### src/hdl/panel_geom_pkg.sv
/* panel geometry limits, framebuffer addressing and colour types. */
package panel_geom_pkg;

    localparam int ROW_BITS = 4;
    localparam int COL_BITS = 5;
    localparam int BYTES_PER_PIXEL = 3;

    typedef logic [ROW_BITS-1:0] row_t;
    typedef logic [COL_BITS-1:0] col_t;
    typedef logic [ROW_BITS:0] row_count_t; // one wider so a full height fits.
    typedef logic [COL_BITS:0] col_count_t;
    typedef logic [1:0] byte_idx_t;

    // ram address, row major.
    typedef struct packed {
        row_t row;
        col_t col;
        byte_idx_t byte_idx;
    } fb_addr_t;

    typedef logic [BYTES_PER_PIXEL-1:0][7:0] color_t; // index 2 is red.

    typedef struct packed {
        col_t x;
        row_t y;
        col_count_t width;
        row_count_t height;
    } area_t;

endpackage

### src/hdl/panel_bus_pkg.sv
/* host bus types, register map and command opcodes. */
package panel_bus_pkg;

    typedef struct packed {
        logic psel;
        logic penable;
        logic pwrite;
        logic [3:0] paddr;
        logic [7:0] pwdata;
    } apb_req_t;

    typedef struct packed {
        logic pready;
        logic [7:0] prdata;
        logic pslverr;
    } apb_rsp_t;

    // one command byte offered to the dispatcher.
    typedef struct packed {
        logic valid;
        logic [7:0] data;
    } cmd_byte_t;

    localparam logic [3:0] REG_CMD = 4'h0;
    localparam logic [3:0] REG_STATUS = 4'h4;
    localparam logic [3:0] REG_FB_ADDR = 4'h8;
    localparam logic [3:0] REG_FB_DATA = 4'hC;

    localparam logic [7:0] OP_FILL_PANEL = 8'h01;
    localparam logic [7:0] OP_FILL_RECT = 8'h02;

endpackage

### src/hdl/apb_host_port.sv
`timescale 1ns/1ps
/* APB slave: passes command bytes on, reports status and
   reads the framebuffer back through an auto-incrementing pointer. */
module apb_host_port import panel_geom_pkg::*, panel_bus_pkg::*; (
    input  logic clk,
    input  logic reset,
    input  apb_req_t apb_req,
    output apb_rsp_t apb_rsp,
    output cmd_byte_t cmd,
    input  logic cmd_ready,
    input  logic busy,
    output fb_addr_t rd_addr,
    input  logic [7:0] rd_data
);
    logic access;
    logic rd_wait;
    logic ptr_hi;
    fb_addr_t rd_ptr;

    assign access = apb_req.psel && apb_req.penable;

    // the bus holds the byte stable until pready, so the request is the command.
    assign cmd.valid = access && apb_req.pwrite && (apb_req.paddr == REG_CMD);
    assign cmd.data = apb_req.pwdata;
    assign rd_addr = rd_ptr;

    always_comb begin
        apb_rsp = '0;
        if (access) begin
            case (apb_req.paddr)
                REG_CMD: begin
                    apb_rsp.pready = apb_req.pwrite ? cmd_ready : 1'b1;
                    apb_rsp.pslverr = !apb_req.pwrite; // write only.
                end
                REG_STATUS: begin
                    apb_rsp.pready = 1'b1;
                    apb_rsp.prdata = {7'b0, busy};
                end
                REG_FB_ADDR: apb_rsp.pready = 1'b1;
                REG_FB_DATA: begin
                    apb_rsp.pready = apb_req.pwrite || rd_wait; // ram read takes a cycle.
                    apb_rsp.prdata = rd_data;
                end
                default: begin
                    apb_rsp.pready = 1'b1;
                    apb_rsp.pslverr = 1'b1;
                end
            endcase
        end
    end

    always_ff @(posedge clk) begin
        if (reset) begin
            rd_wait <= 1'b0;
            ptr_hi <= 1'b0;
            rd_ptr <= '0;
        end else begin
            rd_wait <= access && !apb_req.pwrite && (apb_req.paddr == REG_FB_DATA)
                       && !rd_wait;
            if (access && apb_req.pwrite && (apb_req.paddr == REG_FB_ADDR)) begin
                ptr_hi <= !ptr_hi;
                if (ptr_hi)
                    rd_ptr[10:8] <= apb_req.pwdata[2:0];
                else
                    rd_ptr[7:0] <= apb_req.pwdata;
            end
            if (rd_wait) begin
                // skip the unused fourth byte slot of each pixel.
                if (rd_ptr.byte_idx == byte_idx_t'(BYTES_PER_PIXEL - 1)) begin
                    rd_ptr.byte_idx <= '0;
                    {rd_ptr.row, rd_ptr.col} <= {rd_ptr.row, rd_ptr.col} + 1'b1;
                end else begin
                    rd_ptr.byte_idx <= rd_ptr.byte_idx + 1'b1;
                end
            end
        end
    end

    // a stalled command byte stays offered until the dispatcher takes it.
    a_cmd_held: assert property (@(posedge clk) disable iff (reset)
        cmd.valid && !cmd_ready |=> cmd.valid && $stable(cmd.data));

endmodule

### config.mk
export PLATFORM = sky130hd
export DESIGN_NAME = apb_host_port
export DESIGN_NICKNAME = d
export VERILOG_FILES = /design/src/hdl/panel_geom_pkg.sv /design/src/hdl/panel_bus_pkg.sv /design/src/hdl/apb_host_port.sv
export SDC_FILE = /design/constraint.sdc
export NUM_CORES = 1
export LEC_CHECK = 0
export BUFFER_PORTS_ARGS = -buffer_cell sky130_fd_sc_hd__buf_2
export CAP_MARGIN = 20
export CORE_MARGIN = 5
export CORE_UTILIZATION = 40
export CTS_CLUSTER_DIAMETER = 80
export DETAILED_ROUTE_END_ITERATION = 16
export GPL_TIMING_DRIVEN = 1
export MAX_ROUTING_LAYER = met4
export PLACE_DENSITY = 0.77
export SYNTH_ARGS = -nofsm -noshare
export SYNTH_HDL_FRONTEND = slang
export SYNTH_SLANG_ARGS = --single-unit
export TNS_END_PERCENT = 30
### constraint.sdc
create_clock -name clk -period 2.16 [get_ports clk]
set_clock_uncertainty 0.15 [all_clocks]
set_input_delay 0.108 -clock clk [delete_from_list [all_inputs] [get_ports clk]]
set_output_delay 0.108 -clock clk [all_outputs]
set_load 0.1 [all_outputs]
Word level (Yosys, flattened, before mapping)
Index checks and enable logic that the tools add are counted.
{ "op_classes": {"shift": 0, "reduce_logical": 15, "n_lt_le_gt_ge": 0, "bitwise_logic": 0, "n_mux": 11, "eq_ne": 5, "div_mod_pow": 0, "mul": 0, "addsub": 2} }
{ "ops": {"columns": ["op", "count"], "rows": [
  ["2-to-1 mux 11 bit", 2],
  ["case mux 8 bit (2 select lines)", 1],
  ["2-to-1 mux 10 bit", 1],
  ["adder 9 x 1 -> 9 bit (second input constant)", 1],
  ["2-to-1 mux 9 bit", 1],
  ["== test 4 bit (second input constant)", 2],
  ["2-to-1 mux 8 bit", 1],
  ["logical AND 1 bit", 7],
  ["== test 4 x 3 -> 1 bit (second input constant)", 1],
  ["zero test 4 bit", 1],
  ["case mux 1 bit (2 select lines)", 2],
  ["zero test 1 bit", 3],
  ["2-to-1 mux 3 bit", 1],
  ["OR reduction 3 bit", 1],
  ["adder 2 x 1 -> 2 bit (second input constant)", 1],
  ["== test 2 bit (second input constant)", 1],
  ["2-to-1 mux 2 bit", 1],
  ["inequality test 2 bit (second input constant)", 1],
  ["AND reduction 2 bit", 1],
  ["nonzero test 2 bit", 1],
  ["logical OR 1 bit", 1],
  ["2-to-1 mux 1 bit", 1]
]} }
{ "totals": {"regBits": 13, "word_cells": 38, "output_inout_bits": 30, "ramBits": 0, "n_memories": 0, "rom_bits": 0, "latchBits": 0, "input_bits": 27} }

Depth between registers and ports, before layout
{ "depth": {"ltp_word": 6, "mapped_depth": 5} }

Worst setup path after synthesis
OpenSTA, ideal clock, no wires.
{ "synth_path": {"kind": "reg2reg", "from": "register rd_ptr (netlist bit rd_addr[2])", "to": "register rd_ptr (netlist bit rd_addr[8])", "path_stages_with_launch": 6, "t_required_ns": 1.876, "arrival_time_ns": 1.990, "setup_time_ns": 0.134, "path_slack_ns": -0.114, "n_path_buf": 0, "synth_period_minus_slack_ns": 2.274, "path_cell_list": "dfxtp_1 > ha_1 > nand3_1 > o211a_1 > a211oi_1 > a21oi_1"} }
{ "synth_between": {"elab_chain_cells": 3} }
{ "synth_rtl": {"columns": ["item", "line_no", "rtl"], "rows": [
  ["start: declaration", "apb_host_port.sv:18", "fb_addr_t rd_ptr;"],
  ["adder 9 x 1 -> 9 bit", "apb_host_port.sv:71", "{rd_ptr.row, rd_ptr.col} <= {rd_ptr.row, rd_ptr.col} + 1'b1;"],
  ["2-to-1 mux 9 bit", "apb_host_port.sv:69", "if (rd_ptr.byte_idx == byte_idx_t'(BYTES_PER_PIXEL - 1)) begin"],
  ["2-to-1 mux 11 bit", "apb_host_port.sv:67", "if (rd_wait) begin"]
]} }
No other way between the ends.
A chain may end at the register's enable or synchronous reset.

==> results <==
- The cell-internal power is between 0.3 and 0.4 mW.
- The die is 58.0 um wide.
- After layout, the worst path uses 89.7% of the clock period.
- In the routed layout, each cell is associated on average with a via count of 5.48.
- Once the floorplan was initialized, standard cells occupied 41.7% of the core.
- The synthesized netlist occupies a cell area of 923 um2.
- The setup-violating endpoint count in the final report is 0.
- The height of the die is approximately 58 um.
- The critical path goes through dlygate4sd3_1, buf_2, or3_1, a21oi_1, buf_2.
- After detailed routing, the total wire length is 2580 um.
- The worst setup path is launched from an input port.
- After detailed routing, the average wire length per cell comes to about 13 um.
- Setup repair after global routing left no endpoint under its margin.
- The tree built by TritonCTS fans out to 13 sinks.
- After synthesis the netlist holds a flip-flop and latch count of 13.
- The largest individual stage delay along the critical path comes from the cell sky130_fd_sc_hd__dlygate4sd3_1.
- The worst hold path cell count is 3.
- The final HPWL from detailed placement is 2080 um.
- The vias after detailed routing is about 1.1k.
- For this run, the slowest stage of the critical path takes 0.53 ns.
- The switching share of total power is a little over a third.
- The flow ran to the end, and the final reports show no timing, DRC or antenna violations.
- The post-synthesis cell count is 116.
- Across the whole layout, storage elements account for 264 um2.
- The endpoint class of the critical path is an output port.
- The commonest non-fill, non-tap cell in the layout is sky130_fd_sc_hd__buf_2.
- The hold path startpoint is apb_req[7].
- For this design the top-level I/O count stands at 57.
- The worst min-delay path endpoint is rd_addr[7]$_SDFF_PP0_.
- The critical path class is in -> out.
- In this run the critical register-to-register path is launched from rd_wait$_SDFF_PP0_.
- The weighted congestion reported at the end of routability-driven placement is ~0.75.
- The number of buffers on the longest clock path is 2.
- Clock-pin slew was measured on the worst setup and hold paths at 0.08 ns.
- The number of hold-slack violations in the final timing report is 0.
- The die area is 3370 um2.
- The TritonCTS buffer count is 3.
- The remaining number of nets flagged by the antenna check after routing is 0.
- The worst reg2reg path depth is 4.
- The layout-stage area growth over the synthesis result is 41.2%.
- The number of DRC markers after the initial detailed-route iteration is 16.
- The critical path data required time is 1.90 ns.
- Counting every net in the synthesized netlist gives ~140.
- Entering global routing, the biggest net connects 16 pins.
- The most used cell along the critical path is sky130_fd_sc_hd__buf_2.
- The share of power burned in the clock network is 27.2%.
- The worst pin sits at a relative slew slack of around two thirds.
- The critical path contains buffers and inverters numbering 3 combined.
- For this run, the top clock speed supported by timing is 516 MHz.
- The class of the worst hold path is in -> reg.
- The total of warnings raised by yosys is 0.
- In this run the clock root is driven by a sky130_fd_sc_hd__clkbuf_4.
- Leaving out fill and tap cells, the most frequent cells in the layout are sky130_fd_sc_hd__buf_2 (55), sky130_fd_sc_hd__a21oi_1 (14), sky130_fd_sc_hd__and2_1 (10), sky130_fd_sc_hd__dfxtp_1 (10), sky130_fd_sc_hd__nand2_1 (9).
- The maximum fanout along the worst path is 7.
- The tool flagged a number of max-cap violations equal to 0.
- The number of levels in the clock H-tree is 1.
- In this run, post-CTS repair resized a total of 0 instances.
- Global routing used ~15% of the available tracks across all layers.
- The max-slew violation total from the final report is 0.
- The number of distinct library cells after synthesis is 39.
- The average instance area after synthesis is around 8 um2.
- The cell family contributing the most delay on the critical path is buffers and inverters.
- The areal power density over the cells is 423 nW/um2.
- The DRC violations left is 0.
- The clock network latency to the later pin of the worst-skew pair is 0.27 ns.
- The CTS tree is built.
- In this run the core area contains 17 standard-cell rows.
- The first global-routing pass estimated between 4000 and 5000 um of wire.
- The fraction of power consumed by sequential logic is 43.7%.
- The time the final worst path needs with I/O delays and setup is ~1.9 ns.
- The switching power is 0.197 mW.
- IR analysis of the VDD net gives a maximum drop of ~0.25 mV.
- 0 antenna diodes ended up in the layout.
- The slew at the pin with the worst max-slew slack is 0.493 ns.
- The net count of the finished layout is around 200.
- The number of iterations in the first detailed-routing pass is 5.
- The area of the core region is 2210 um2.
- The register-to-register setup slack is 0.56 ns.
- The power after layout is 0.552 mW.
- The share of the Yosys chip area taken by registers is 28.2%.
- The layout filler cell count is 218.
- The number of global-route vias before repair was 1028.
- The number of antenna violations at the first check in global routing came to 0.
- The utilization after layout is between 50% and 60%.
- The analysis attributes to cell leakage a power of approximately 0.62 nW.
- Final hold analysis gives a worst-case slack of around 0.0052 ns.
- The final global-route overflow total is 0.
- The worst register-to-register path ends at rd_addr[9]$_SDFF_PP0_.
- The count of buffers added on input and output ports is 56.
- STA puts the critical path data arrival time at 1.68 ns.
- In this run, the combinational gates consume 29.1% of the power.
- The fraction of layout cells with a size suffix above 1 is 40.8%.
- The area occupied by multi-input gates is 588 um2.
-- per-layer routing --
metal	vias up	global-route usage [%]	part of all wire [%]
li1	547	-	-
met1	504	18.6	44
met2	51	25.0	45
met3	4	3.34	10
met4	0	4.97	0.89
met5	-	-	0
-- Yosys cell counts --
| cell | count | area [um2] |
|---|---|---|
| sky130_fd_sc_hd__nand3_1 | 8 | 40.0 |
| sky130_fd_sc_hd__dfxtp_1 | 13 | 260 |
| sky130_fd_sc_hd__nand4_1 | 1 | 6.26 |
| sky130_fd_sc_hd__and3b_1 | 1 | 8.76 |
| sky130_fd_sc_hd__nor2_1 | 6 | 22.5 |
| sky130_fd_sc_hd__o211a_1 | 2 | 20.0 |
| sky130_fd_sc_hd__nand3b_2 | 1 | 11.3 |
| sky130_fd_sc_hd__ha_1 | 1 | 12.5 |
| sky130_fd_sc_hd__a21oi_2 | 1 | 8.76 |
| sky130_fd_sc_hd__and3_1 | 2 | 12.5 |
| sky130_fd_sc_hd__o31ai_1 | 2 | 15.0 |
| sky130_fd_sc_hd__buf_1 | 1 | 3.75 |
| sky130_fd_sc_hd__a211oi_1 | 3 | 22.5 |
| sky130_fd_sc_hd__or4b_2 | 1 | 10.0 |
| sky130_fd_sc_hd__or4bb_1 | 1 | 11.3 |
| sky130_fd_sc_hd__mux2_2 | 1 | 11.3 |
| sky130_fd_sc_hd__or2_2 | 1 | 6.26 |
| sky130_fd_sc_hd__o221a_1 | 1 | 11.3 |
| sky130_fd_sc_hd__o211ai_1 | 1 | 7.51 |
| sky130_fd_sc_hd__clkbuf_1 | 3 | 11.3 |
| sky130_fd_sc_hd__o21ai_0 | 5 | 25.0 |
| sky130_fd_sc_hd__nor4b_1 | 1 | 8.76 |
| sky130_fd_sc_hd__o32ai_1 | 1 | 8.76 |
| sky130_fd_sc_hd__a2bb2oi_1 | 1 | 8.76 |
| sky130_fd_sc_hd__nor4bb_1 | 1 | 10.0 |
| sky130_fd_sc_hd__nor4_1 | 2 | 12.5 |
| sky130_fd_sc_hd__nor3_1 | 2 | 10.0 |
| sky130_fd_sc_hd__nor3b_1 | 1 | 7.51 |
| sky130_fd_sc_hd__and2_1 | 10 | 62.6 |
| sky130_fd_sc_hd__and4bb_2 | 1 | 12.5 |
| sky130_fd_sc_hd__or3_4 | 1 | 11.3 |
| sky130_fd_sc_hd__buf_4 | 8 | 60.1 |
| sky130_fd_sc_hd__nand2_1 | 9 | 33.8 |
| sky130_fd_sc_hd__and4b_1 | 1 | 10.0 |
| sky130_fd_sc_hd__a21oi_1 | 14 | 70.1 |
| sky130_fd_sc_hd__or3_1 | 1 | 6.26 |
| sky130_fd_sc_hd__mux2i_1 | 2 | 20.0 |
| sky130_fd_sc_hd__nand3b_1 | 2 | 15.0 |
| sky130_fd_sc_hd__a311oi_1 | 2 | 17.5 |
-- cell families (layout without fill, tap and decap cells) --
kind of cell             count (synthesis)  in the layout  synth area share [%]
multiplexers                             3              3                  3.39
AND/OR/NAND/NOR                         54             54                  35.6
adder cells (fa/ha/maj)                  1              1                  1.35
AO/OA/AOI/OAI                           33             33                  23.3
buffers and inverters                   12             70                  8.13
flip-flops                              13             13                  28.2
-- worst max path at each step --
stage                       start         end  slack (ns)  cells past startpoint
5_1_grt               apb_req[12]  apb_rsp[0]        0.16                      5
3_5_place_dp           apb_req[9]  apb_rsp[4]        0.44                      6
6_report              apb_req[12]  apb_rsp[0]        0.22                      5
2_1_floorplan  rd_wait$_SDFF_PP0_  apb_rsp[9]       -0.10                      2
3_3_place_gp           apb_req[9]  apb_rsp[4]        0.55                      6
4_1_cts               apb_req[12]  apb_rsp[0]        0.22                      5
-- registers in the layout (all words and copies together), names as in the netlist --
register / cells
rd_wait: 1
ptr_hi: 1
rd_addr: 11
-- power by group through the flow --
stage / clock network (mW) / logic, mW / registers (mW)
after floorplan: 0 / 0.110 / 0.252
after global placement: 0 / 0.148 / 0.247
after detailed placement: 0 / 0.150 / 0.247
after CTS: 0.153 / 0.161 / 0.241
after global routing: 0.165 / 0.168 / 0.242
final: 0.150 / 0.161 / 0.241
-- area by class of cell --
| class | instances | area share [%] |
|---|---|---|
| flip-flops and latches | 13 | 20.2 |
| repair buffers | 66 | 29.9 |
| multi-input cells | 91 | 45.1 |
| well taps | 28 | 2.69 |
| clock buffers | 4 | 2.02 |
-- worst reg2reg max path, cell delays in order, from the launching register on --
cell	delay, ns
sky130_fd_sc_hd__dfxtp_1	0.46
sky130_fd_sc_hd__nand3b_2	0.12
sky130_fd_sc_hd__or3_4	0.41
sky130_fd_sc_hd__o221a_1	0.28
sky130_fd_sc_hd__a21oi_2	0.12
-- through the flow --
stage	cells	area (um2)	worst slack, ns	setup TNS (ns)
after floorplan	116	927	-0.102	-0.242
after global placement	190	1200	0.551	0
after detailed placement	190	1200	0.440	0
after CTS	202	1300	0.225	0
after global routing	202	1300	0.160	0
final	202	1300	0.222	0
-- what timing repair did --
action | 4_1_cts | 5_1_grt
hold endpoints to repair | 8 | 0
hold buffers | 8 | 0
buffers inserted | 0 | 0
Power figures use the tool's default switching activity.
