**config.mk**
```make
export PLATFORM = sky130hd
export DESIGN_NAME = control_cmd_dispatch
export DESIGN_NICKNAME = d
export VERILOG_FILES = /design/src/hdl/panel_geom_pkg.sv /design/src/hdl/panel_bus_pkg.sv /design/src/hdl/control_subcmd_fillarea.sv /design/src/hdl/control_cmd_fillpanel.sv /design/src/hdl/control_cmd_fillrect.sv /design/src/hdl/control_cmd_dispatch.sv
export SDC_FILE = /design/constraint.sdc
export NUM_CORES = 1
export LEC_CHECK = 0
export BUFFER_PORTS_ARGS = -buffer_cell sky130_fd_sc_hd__buf_2
export CELL_PAD_IN_SITES_DETAIL_PLACEMENT = 1
export CELL_PAD_IN_SITES_GLOBAL_PLACEMENT = 1
export CORE_UTILIZATION = 53
export CTS_BUF_LIST = sky130_fd_sc_hd__clkbuf_16
export DETAILED_ROUTE_END_ITERATION = 7
export PLACE_DENSITY = 0.87
export SETUP_SLACK_MARGIN = 0.15
export SLEW_MARGIN = 10
export SYNTH_ARGS = -nofsm -noshare
export SYNTH_HDL_FRONTEND = slang
export SYNTH_SLANG_ARGS = --single-unit
```
**constraint.sdc**
```tcl
create_clock -name clk -period 10.15 [get_ports clk]
set_clock_uncertainty 0.1 [all_clocks]
set_input_delay 0.5075 -clock clk [delete_from_list [all_inputs] [get_ports clk]]
set_output_delay 0.5075 -clock clk [all_outputs]
set_load 0.02 [all_outputs]
```
**src/hdl/panel_geom_pkg.sv**
```systemverilog
/* panel geometry limits, framebuffer addressing and colour types. */
package panel_geom_pkg;

    localparam int ROW_BITS = 4;
    localparam int COL_BITS = 5;
    localparam int BYTES_PER_PIXEL = 3;

    typedef logic [ROW_BITS-1:0] row_t;
    typedef logic [COL_BITS-1:0] col_t;
    typedef logic [ROW_BITS:0] row_count_t; // one wider so a full height fits.
    typedef logic [COL_BITS:0] col_count_t;
    typedef logic [1:0] byte_idx_t;

    // ram address, row major.
    typedef struct packed {
        row_t row;
        col_t col;
        byte_idx_t byte_idx;
    } fb_addr_t;

    typedef logic [BYTES_PER_PIXEL-1:0][7:0] color_t; // index 2 is red.

    typedef struct packed {
        col_t x;
        row_t y;
        col_count_t width;
        row_count_t height;
    } area_t;

endpackage

```
**src/hdl/panel_bus_pkg.sv**
```systemverilog
/* host bus types, register map and command opcodes. */
package panel_bus_pkg;

    typedef struct packed {
        logic psel;
        logic penable;
        logic pwrite;
        logic [3:0] paddr;
        logic [7:0] pwdata;
    } apb_req_t;

    typedef struct packed {
        logic pready;
        logic [7:0] prdata;
        logic pslverr;
    } apb_rsp_t;

    // one command byte offered to the dispatcher.
    typedef struct packed {
        logic valid;
        logic [7:0] data;
    } cmd_byte_t;

    localparam logic [3:0] REG_CMD = 4'h0;
    localparam logic [3:0] REG_STATUS = 4'h4;
    localparam logic [3:0] REG_FB_ADDR = 4'h8;
    localparam logic [3:0] REG_FB_DATA = 4'hC;

    localparam logic [7:0] OP_FILL_PANEL = 8'h01;
    localparam logic [7:0] OP_FILL_RECT = 8'h02;

endpackage

```
**src/hdl/control_subcmd_fillarea.sv**
```systemverilog
`timescale 1ns/1ps
/* area walker: writes one colour byte per cycle over a rectangle,
   red, green, blue per pixel, row by row. */
module control_subcmd_fillarea import panel_geom_pkg::*; #(
    parameter int PANEL_WIDTH = 32,
    parameter int PANEL_HEIGHT = 16
) (
    input  logic clk,
    input  logic reset,
    input  logic enable,
    input  area_t area,
    input  color_t color,
    output fb_addr_t addr,
    output logic [7:0] data_out,
    output logic ram_write_enable,
    output logic done
);
    logic running, enable_q;
    logic last_byte, last_col, last_row;
    byte_idx_t byte_idx;
    col_t col_off;
    row_t row_off;

    assign last_byte = (byte_idx == byte_idx_t'(BYTES_PER_PIXEL - 1));
    assign last_col = (col_off == col_t'(area.width - 1'b1));
    assign last_row = (row_off == row_t'(area.height - 1'b1));

    always_ff @(posedge clk) begin
        if (reset) begin
            running <= 1'b0;
            enable_q <= 1'b0;
            done <= 1'b0;
            byte_idx <= '0;
            col_off <= '0;
            row_off <= '0;
        end else begin
            enable_q <= enable;
            done <= 1'b0;
            if (!running) begin
                if (enable && !enable_q) begin // start on the rising edge only.
                    byte_idx <= '0;
                    col_off <= '0;
                    row_off <= '0;
                    if (area.width == '0 || area.height == '0)
                        done <= 1'b1;
                    else
                        running <= 1'b1;
                end
            end else if (!last_byte) begin
                byte_idx <= byte_idx + 1'b1;
            end else begin
                byte_idx <= '0;
                if (!last_col) begin
                    col_off <= col_off + 1'b1;
                end else begin
                    col_off <= '0;
                    if (last_row) begin
                        running <= 1'b0;
                        done <= 1'b1;
                    end else begin
                        row_off <= row_off + 1'b1;
                    end
                end
            end
        end
    end

    assign ram_write_enable = running;
    assign addr = '{row: row_t'(area.y + row_off), col: col_t'(area.x + col_off),
                    byte_idx: byte_idx};
    assign data_out = color[2'(BYTES_PER_PIXEL - 1) - byte_idx]; // red goes first.

    // the command must have clipped the area to the panel.
    a_in_panel: assert property (@(posedge clk) disable iff (reset) ram_write_enable |->
        addr.row < PANEL_HEIGHT && addr.col < PANEL_WIDTH && addr.byte_idx < BYTES_PER_PIXEL);

endmodule

```
**src/hdl/control_cmd_fillpanel.sv**
```systemverilog
`timescale 1ns/1ps
/* fill panel command: captures a colour, red first,
   and paints every pixel of the panel with it. */
module control_cmd_fillpanel import panel_geom_pkg::*; #(
    parameter int PANEL_WIDTH = 32,
    parameter int PANEL_HEIGHT = 16
) (
    input  logic clk,
    input  logic reset,
    input  logic [7:0] data_in,
    input  logic enable,
    output fb_addr_t addr,
    output logic [7:0] data_out,
    output logic ram_write_enable,
    output logic ready_for_data,
    output logic done
);
    typedef enum logic {ST_CAPTURE, ST_RUN} state_t;
    state_t state;
    color_t color;
    logic [1:0] bytes_left;
    logic sub_enable, sub_done, local_reset;
    area_t area;

    assign area = '{x: '0, y: '0, width: col_count_t'(PANEL_WIDTH),
                    height: row_count_t'(PANEL_HEIGHT)};

    always_ff @(posedge clk) begin
        if (enable && state == ST_CAPTURE)
            color <= {color[BYTES_PER_PIXEL-2:0], data_in}; // big endian shift-in.
    end

    always_ff @(posedge clk) begin
        if (reset) begin
            state <= ST_CAPTURE;
            bytes_left <= 2'(BYTES_PER_PIXEL - 1);
            sub_enable <= 1'b0;
            local_reset <= 1'b0;
            ready_for_data <= 1'b1;
            done <= 1'b0;
        end else begin
            done <= 1'b0;
            local_reset <= 1'b0;
            case (state)
                ST_CAPTURE: begin
                    if (enable) begin
                        if (bytes_left == 2'd0) begin
                            ready_for_data <= 1'b0;
                            sub_enable <= 1'b1;
                            state <= ST_RUN;
                        end else begin
                            bytes_left <= bytes_left - 2'd1;
                        end
                    end
                end
                ST_RUN: begin
                    if (sub_done) begin
                        sub_enable <= 1'b0;
                        local_reset <= 1'b1; // re-arm the walker.
                        done <= 1'b1;
                        ready_for_data <= 1'b1;
                        bytes_left <= 2'(BYTES_PER_PIXEL - 1);
                        state <= ST_CAPTURE;
                    end
                end
                default: state <= ST_CAPTURE;
            endcase
        end
    end

    control_subcmd_fillarea #(.PANEL_WIDTH(PANEL_WIDTH), .PANEL_HEIGHT(PANEL_HEIGHT)) u_fillarea (
        .clk(clk), .reset(reset || local_reset), .enable(sub_enable),
        .area(area), .color(color), .addr(addr), .data_out(data_out),
        .ram_write_enable(ram_write_enable), .done(sub_done)
    );

endmodule

```
**src/hdl/control_cmd_fillrect.sv**
```systemverilog
`timescale 1ns/1ps
/* fill rectangle command: captures x, y, width, height and colour,
   clips the rectangle to the panel and paints it. */
module control_cmd_fillrect import panel_geom_pkg::*; #(
    parameter int PANEL_WIDTH = 32,
    parameter int PANEL_HEIGHT = 16
) (
    input  logic clk,
    input  logic reset,
    input  logic [7:0] data_in,
    input  logic enable,
    output fb_addr_t addr,
    output logic [7:0] data_out,
    output logic ram_write_enable,
    output logic ready_for_data,
    output logic done
);
    typedef enum logic {ST_CAPTURE, ST_RUN} state_t;
    state_t state;
    logic [2:0] byte_cnt;
    logic [7:0] x_b, y_b, w_b, h_b;
    logic [8:0] room_w, room_h;
    logic outside;
    color_t color;
    area_t area;
    logic sub_enable, sub_done, local_reset;

    always_ff @(posedge clk) begin
        if (enable && state == ST_CAPTURE) begin
            case (byte_cnt)
                3'd0: x_b <= data_in;
                3'd1: y_b <= data_in;
                3'd2: w_b <= data_in;
                3'd3: h_b <= data_in;
                default: color <= {color[BYTES_PER_PIXEL-2:0], data_in};
            endcase
        end
    end

    // clip to the panel edges.
    assign outside = ({1'b0, x_b} >= 9'(PANEL_WIDTH)) || ({1'b0, y_b} >= 9'(PANEL_HEIGHT));
    assign room_w = 9'(PANEL_WIDTH) - {1'b0, x_b};
    assign room_h = 9'(PANEL_HEIGHT) - {1'b0, y_b};
    assign area.x = col_t'(x_b);
    assign area.y = row_t'(y_b);
    assign area.width = outside ? '0 : col_count_t'(({1'b0, w_b} > room_w) ? room_w : {1'b0, w_b});
    assign area.height = outside ? '0 : row_count_t'(({1'b0, h_b} > room_h) ? room_h : {1'b0, h_b});

    always_ff @(posedge clk) begin
        if (reset) begin
            state <= ST_CAPTURE;
            byte_cnt <= '0;
            sub_enable <= 1'b0;
            local_reset <= 1'b0;
            ready_for_data <= 1'b1;
            done <= 1'b0;
        end else begin
            done <= 1'b0;
            local_reset <= 1'b0;
            if (state == ST_CAPTURE && enable) begin
                if (byte_cnt == 3'(3 + BYTES_PER_PIXEL)) begin // blue is the last byte.
                    ready_for_data <= 1'b0;
                    sub_enable <= 1'b1;
                    state <= ST_RUN;
                end else begin
                    byte_cnt <= byte_cnt + 3'd1;
                end
            end else if (state == ST_RUN && sub_done) begin
                sub_enable <= 1'b0;
                local_reset <= 1'b1;
                done <= 1'b1;
                ready_for_data <= 1'b1;
                byte_cnt <= '0;
                state <= ST_CAPTURE;
            end
        end
    end

    control_subcmd_fillarea #(.PANEL_WIDTH(PANEL_WIDTH), .PANEL_HEIGHT(PANEL_HEIGHT)) u_fillarea (
        .clk(clk), .reset(reset || local_reset), .enable(sub_enable),
        .area(area), .color(color), .addr(addr), .data_out(data_out),
        .ram_write_enable(ram_write_enable), .done(sub_done)
    );

endmodule

```
**src/hdl/control_cmd_dispatch.sv**
```systemverilog
`timescale 1ns/1ps
/* command dispatcher: decodes the opcode, feeds payload bytes to the
   selected command and muxes the command write ports onto the ram. */
module control_cmd_dispatch import panel_geom_pkg::*, panel_bus_pkg::*; #(
    parameter int PANEL_WIDTH = 32,
    parameter int PANEL_HEIGHT = 16
) (
    input  logic clk,
    input  logic reset,
    input  cmd_byte_t cmd,
    output logic cmd_ready,
    output logic busy,
    output fb_addr_t ram_addr,
    output logic [7:0] ram_data,
    output logic ram_we
);
    typedef enum logic {ST_IDLE, ST_ROUTE} state_t;
    state_t state;
    logic sel_rect;
    logic take, act_ready, act_done;
    logic panel_en, panel_we, panel_ready, panel_done;
    logic rect_en, rect_we, rect_ready, rect_done;
    logic [7:0] panel_data, rect_data;
    fb_addr_t panel_addr, rect_addr;

    assign act_ready = sel_rect ? rect_ready : panel_ready;
    assign act_done = sel_rect ? rect_done : panel_done;
    // hold off the next opcode while the command signals done.
    assign cmd_ready = (state == ST_IDLE) || (act_ready && !act_done);
    assign take = cmd.valid && cmd_ready;
    assign panel_en = take && (state == ST_ROUTE) && !sel_rect;
    assign rect_en = take && (state == ST_ROUTE) && sel_rect;

    always_ff @(posedge clk) begin
        if (reset) begin
            state <= ST_IDLE;
            sel_rect <= 1'b0;
            busy <= 1'b0;
        end else begin
            case (state)
                ST_IDLE: begin
                    if (take && (cmd.data == OP_FILL_PANEL || cmd.data == OP_FILL_RECT)) begin
                        state <= ST_ROUTE;
                        sel_rect <= (cmd.data == OP_FILL_RECT);
                        busy <= 1'b1;
                    end // unknown opcodes fall through.
                end
                ST_ROUTE: begin
                    if (act_done) begin
                        state <= ST_IDLE;
                        busy <= 1'b0;
                    end
                end
                default: state <= ST_IDLE;
            endcase
        end
    end

    control_cmd_fillpanel #(.PANEL_WIDTH(PANEL_WIDTH), .PANEL_HEIGHT(PANEL_HEIGHT)) u_fillpanel (
        .clk(clk), .reset(reset), .data_in(cmd.data), .enable(panel_en),
        .addr(panel_addr), .data_out(panel_data), .ram_write_enable(panel_we),
        .ready_for_data(panel_ready), .done(panel_done)
    );

    control_cmd_fillrect #(.PANEL_WIDTH(PANEL_WIDTH), .PANEL_HEIGHT(PANEL_HEIGHT)) u_fillrect (
        .clk(clk), .reset(reset), .data_in(cmd.data), .enable(rect_en),
        .addr(rect_addr), .data_out(rect_data), .ram_write_enable(rect_we),
        .ready_for_data(rect_ready), .done(rect_done)
    );

    assign ram_we = panel_we || rect_we;
    assign ram_addr = sel_rect ? rect_addr : panel_addr;
    assign ram_data = sel_rect ? rect_data : panel_data;

    a_one_writer: assert property (@(posedge clk) disable iff (reset) !(panel_we && rect_we));

endmodule

```
Yosys cells after proc, flatten, opt, wreduce, memory -nomap -nowiden

Index checks and enable logic that the tools add are counted.
Widths: inputs -> output; s select.

Input port bits: 11
Logic and storage cells: 224
Output and inout port bits: 22
Register bits: 123

Muxes and demuxes: 87
$add $sub $neg: 16
Order comparisons: 6
Reductions and logical operators: 48
Bitwise operators: 7
Eq/ne operators: 26

Operators with widths:

| cell                | count |
|---|---|
| $mux 5              | 10 |
| $mux 1              | 41 |
| $mux 4              | 10 |
| $bmux 8 s2          | 2 |
| $mux 8              | 3 |
| $reduce_and 2->1    | 11 |
| $gt 8x9->1          | 2 |
| $mux 2              | 9 |
| $ne 2x1->1 const B  | 7 |
| $ne 2x2->1 const B  | 7 |
| $mux 6              | 2 |
| $logic_and 1x1->1   | 11 |
| $mux 11             | 1 |
| $add 5x1->5 const B | 2 |
| $pmux 1 s2          | 5 |
| $mux 3              | 3 |
| $sub 5x8->9 const A | 1 |
| $sub 6x8->9 const A | 1 |
| $add 4x1->4 const B | 2 |
| $eq 8x1->1 const B  | 1 |
| $eq 8x2->1 const B  | 1 |
| $ge 8x5->1 const B  | 1 |
| $ge 8x6->1 const B  | 1 |
| $reduce_and 4->1    | 2 |
| 29 further kinds    | 54 |

Depth between registers and ports, before layout

Word-level depth: 10
Depth in mapped cells: 21
Gate-level depth less buffers: 21

Cells and area by module

Synthesis repeated with hierarchy kept, for this count alone.

Cells, all modules: 640
Area, all modules: 7,036.7 µm²

Modules (own cells, without submodules):

| module                                            | sequential area each (µm²) | cells each | area each (µm²) | times used |
|---|---|---|---|---|
| control_cmd_fillrect                              | 1,801.7                    | 209        | 2,849.0         | 1 |
| control_subcmd_fillarea at u_fillrect.u_fillarea  | 280.3                      | 165        | 1,381.3         | 1 |
| control_subcmd_fillarea at u_fillpanel.u_fillarea | 280.3                      | 163        | 1,362.6         | 1 |
| control_cmd_fillpanel                             | 840.8                      | 56         | 997.2           | 1 |
| control_cmd_dispatch                              | 60.1                       | 47         | 446.7           | 1 |

Least setup slack after synthesis

No wires, ideal clock.

Path type: reg-to-reg
Start point: reg u_fillrect.x_b[2]
End point: reg u_fillrect.u_fillarea.row_off[3]
Period minus slack after synthesis: 4.801 ns
Buffers on the path: 1
Setup time: 0.070 ns
Path slack: 5.349 ns
Arrival time: 4.631 ns
Cell stages (with the launch flop): 21
Required time: 9.980 ns
Cell sequence: edfxtp_1 -> buf_6 -> or4_4 -> o21a_1 -> nor2_1 -> xor2_1 -> ha_1 -> nand3_1 -> or3_1 -> nand4b_1 -> nor2_1 -> mux2_2 -> nand2_1 -> ha_1 -> nor4b_1 -> a211oi_1 -> o2111ai_1 -> o2111a_2 -> o21ai_2 -> or4_1 -> a21boi_1

Cells in the longest elaborated chain, start to end: 8
Elaborated cells on any way between the ends: 14
Those cells by class: add/sub: 3; order compare: 2; eq/ne: 4; mux: 3; reduce/logical: 2

RTL lines:

| what                                | RTL line                      | text |
|---|---|---|
| start: declaration                  | control_cmd_fillrect.sv:21    | `logic [7:0] x_b, y_b, w_b, h_b;` |
| start signal: assignment            | control_cmd_fillrect.sv:31    | `3'd0: x_b <= data_in;` |
| $sub 6x8->9                         | control_cmd_fillrect.sv:42    | `assign room_w = 9'(PANEL_WIDTH) - {1'b0, x_b};` |
| $gt 8x9->1                          | control_cmd_fillrect.sv:46    | `assign area.width = outside ? '0 : col_count_t'(({1'b0, w_b} > room_w) ? room_w : {1'b0, w_b});` |
| $mux 6 (2 in series)                | control_cmd_fillrect.sv:46    |  |
| $sub 5x1->5                         | control_subcmd_fillarea.sv:25 | `assign last_col = (col_off == col_t'(area.width - 1'b1));` |
| $eq 5x5->1                          | control_subcmd_fillarea.sv:25 |  |
| $ne 2x1->1 (no source line)         | --                            |  |
| $reduce_and 4->1 (no source line) * | --                            |  |
| end signal: assignment              | control_subcmd_fillarea.sv:61 | `row_off <= row_off + 1'b1;` |
| end: declaration                    | control_subcmd_fillarea.sv:22 | `row_t row_off;` |

Every way passes the cells marked *; elsewhere a longest branch is shown, timed or not.
A chain may end at the register's enable or synchronous reset.

Worst setup path after layout

Start point: reg u_fillrect.x_b[0]
End point: reg u_fillrect.u_fillarea.row_off[3]

Same word-level chain as after synthesis.

==> metrics <==
Final nets=721; Setup WS pre-CTS=4.613 ns; slew margin rel.=40.12%; RePlAce Congestion=0.8936; DRT iter0 DRCs=roughly 390; Synth Cell Area=about 6600 um^2; Mapped Cells=630; async set-reset flop share out of synthesis=0%; Power Total=1.161 mW; clock sinks=123; worst-path maximum fanout=9; status=finished, final reports clean; min Tclk post-route=5.713 ns; core area=12060 um^2; Sequential Power Share=a little under half; CTS tree=done; CP Class=register to register; final hold viol count=0; Yosys top cell by area=edfxtp_1; total of max-cap violations=0; HPWL Detailed=13.42 mm; Worst Path Arrival=5.94 ns; hold_ws=between 0.3 and 0.4 ns; Die ar.=between 10000 and 15000 um^2; post-synth top area share=36.41%; post_cts resized=0; Detail Route Antenna Nets=0; die width=approximately 110 um; layout cells sized above 1=14.50%; clk root buf=clkbuf_16; post-DR vias/cell=between 6 and 7; area growth from synthesis to layout=13.78%; vias after detailed routing=5425; Cell Rows=40; Avg Inst Size Synth=approximately 10 um^2; first-pass GRT wire length=around 33 mm; slack of the critical path=between 4 and 5 ns; total wire length=21.69 mm; die height=113.6 um; startpoint types=register; DR pass1 iterations=5; main area contributors after synthesis=edfxtp_1, dfxtp_1, ha_1; Psw=0.2615 mW; #FFs+latches synth=roughly 120; Syn Nets=688; Slew @ Worst Pin=0.8865 ns; sequential area share after synthesis=about half; top_reg_cell synth=edfxtp_1; Peak VDD IR=0.1656 mV; vias in the first global route=5787; post-CTS repair timing setup buffer count=0; number of port buffers=32; largest net degree at the start of global routing=39; Logic pwr share=under 10%; setup violators final=0; CP Capture Type=register; Hold Buf Count CTS=0; GRT Total Usage=35.13%; switching share of power=22.51%; setup repair after global routing missed its margin=no; Antenna Diode Count=0; Initial Util=54.71%; Setup TNS Final=0 ns; Distinct cells, synth=between 60 and 70; Max Slew Vio Count=0; Min-Delay Path Class=primary input to register; final period utilization=56.28%; LEAKAGE=2.857 nW; Ys Warns=0; worst-skew pair later-pin latency=~0.43 ns; Longest Clk Path Bufs=2; DR WL/cell=roughly 26 um; GRT Residual Overflow=0; Clk network pwr share=52.8%; H-tree Lvls=4; # DRC=0; initial antenna violation count=0; internal power=0.9000 mW; maximum clock rate=between 0.15 and 0.2 GHz; Post-synth EDFFs=80; Clk pin slew, worst setup/hold paths=0.07 ns; fill count=1278; WP data required=slightly above 10 ns; # IOs=33; number of buffers created by CTS=17; power per cell area=154.7 nW/um^2
-- synthesized netlist by cell type, types with 16 or more instances --
| library cell | number |
|---|---|
| o21ai_0 | 19 |
| mux2i_1 | 23 |
| xnor2_1 | 19 |
| edfxtp_1 | 80 |
| nand2_1 | 43 |
| inv_1 | 33 |
| dfxtp_1 | 43 |
| nor3_1 | 16 |
| xor2_1 | 20 |
| clkbuf_1 | 17 |
| a21oi_1 | 47 |
| nor2_1 | 71 |
| ha_1 | 45 |
-- cell usage in the layout (no fill, tap or decap), types with 5 or more instances in the layout --
cell type,instances
inv_1,33
nor3_1,14
a21oi_1,47
nand2_1,43
or2_2,10
a311oi_1,9
xnor2_1,19
nand3_1,11
nand2b_1,6
nand4_1,8
mux2_2,9
mux2i_1,23
a21o_1,5
and2_1,10
o21ai_0,19
dfxtp_1,43
nor2_1,71
edfxtp_1,80
o211ai_1,7
or3_1,11
clkbuf_16,17
xor2_1,20
buf_2,32
ha_1,45
-- sequential cells by signal (all words and copies together) (netlist names), 2 cells and up --
name and count:
u_fillrect.y_b 8, u_fillpanel.u_fillarea.byte_idx 2, u_fillpanel.u_fillarea.col_off 5, u_fillpanel.bytes_left 2, u_fillrect.h_b 8, u_fillrect.w_b 8, u_fillrect.x_b 8, u_fillrect.u_fillarea.col_off 5
u_fillrect.u_fillarea.byte_idx 2, u_fillrect.color 24, u_fillrect.u_fillarea.row_off 4, u_fillrect.byte_cnt 3, u_fillpanel.u_fillarea.row_off 4, u_fillpanel.color 24
-- layout make-up --
type	instances	area, um^2	share of cell area, %
Inverter	33	123.9	1.650
Timing Repair Buffer	36	190.2	2.533
Clock buffer	17	425.4	5.666
Multi-Input combinational cell	452	3131	41.69
Sequential cell	123	3263	43.46
Tap cell	168	210.2	2.800
Clock inverter	15	165.2	2.200
-- power groups by stage --
stage	clock (mW)	combinational [mW]	sequential, mW
after detailed placement	0	0.0152	0.541
final	0.614	0.0167	0.531
after floorplan	0	0.00594	0.542
after global routing	0.632	0.0174	0.531
after global placement	0	0.0143	0.541
after CTS	0.614	0.0164	0.531
-- critical path, stage by stage, from the launching register on --
cell and delay [ns]:
edfxtp_1 0.51, inv_1 0.16, ha_1 0.29, inv_1 0.08
o41ai_1 0.42, xor2_1 0.20, ha_1 0.27, nand3_1 0.11
or3_1 0.12, nand4b_1 0.33, nor2_1 0.59, mux2_2 0.27
nand2_1 0.08, ha_1 0.28, nor4b_1 0.35, a211oi_1 0.13
o2111ai_1 0.13, o2111a_2 0.29, o21ai_2 0.13, or4_1 0.55
a21boi_1 0.23
-- per-stage QoR --
stage	area, um^2	std cells	util (%)
after global routing	7508	844	62.25
after floorplan	6599	630	-
after detailed placement	6918	812	57.35
after CTS	7508	844	62.25
after global placement	6918	812	57.35
final	7508	844	62.25
-- layer usage --
| layer | global-route usage, % | vias up | part of all wire (%) |
|---|---|---|---|
| li1 | - | 2367 | - |
| met1 | 38.35 | 2738 | 38 |
| met2 | 63.62 | 243 | 52 |
| met3 | 8.236 | 77 | 5.4 |
| met4 | 17.81 | 0 | 4.7 |
| met5 | 0 | - | 0 |
-- kinds of logic after synthesis --
kind of cell	share of synthesized area [%]
AOI/OAI and AO/OA	12.36
adders and majority gates	9.139
xor gates and xnor gates	5.176
DFF	49.45
muxes	5.025
buffers and inverters	3.261
and+or+nand+nor	15.59
-- path summary, 6_finish.rpt --
| path | from | to | slack (ns) | depth (start not counted) |
|---|---|---|---|---|
| hold reg to reg | u_fillpanel.color[14] | u_fillpanel.color[22] | 0.37 | 0 |
| setup / recovery | u_fillrect.x_b[0] | u_fillrect.u_fillarea.row_off[3] | 4.44 | 20 |
| setup reg to reg | u_fillrect.x_b[0] | u_fillrect.u_fillarea.row_off[3] | 4.44 | 20 |
| hold / removal | cmd[3] | u_fillpanel.color[3] | 0.31 | 1 |
Power figures use the tool's default switching activity.
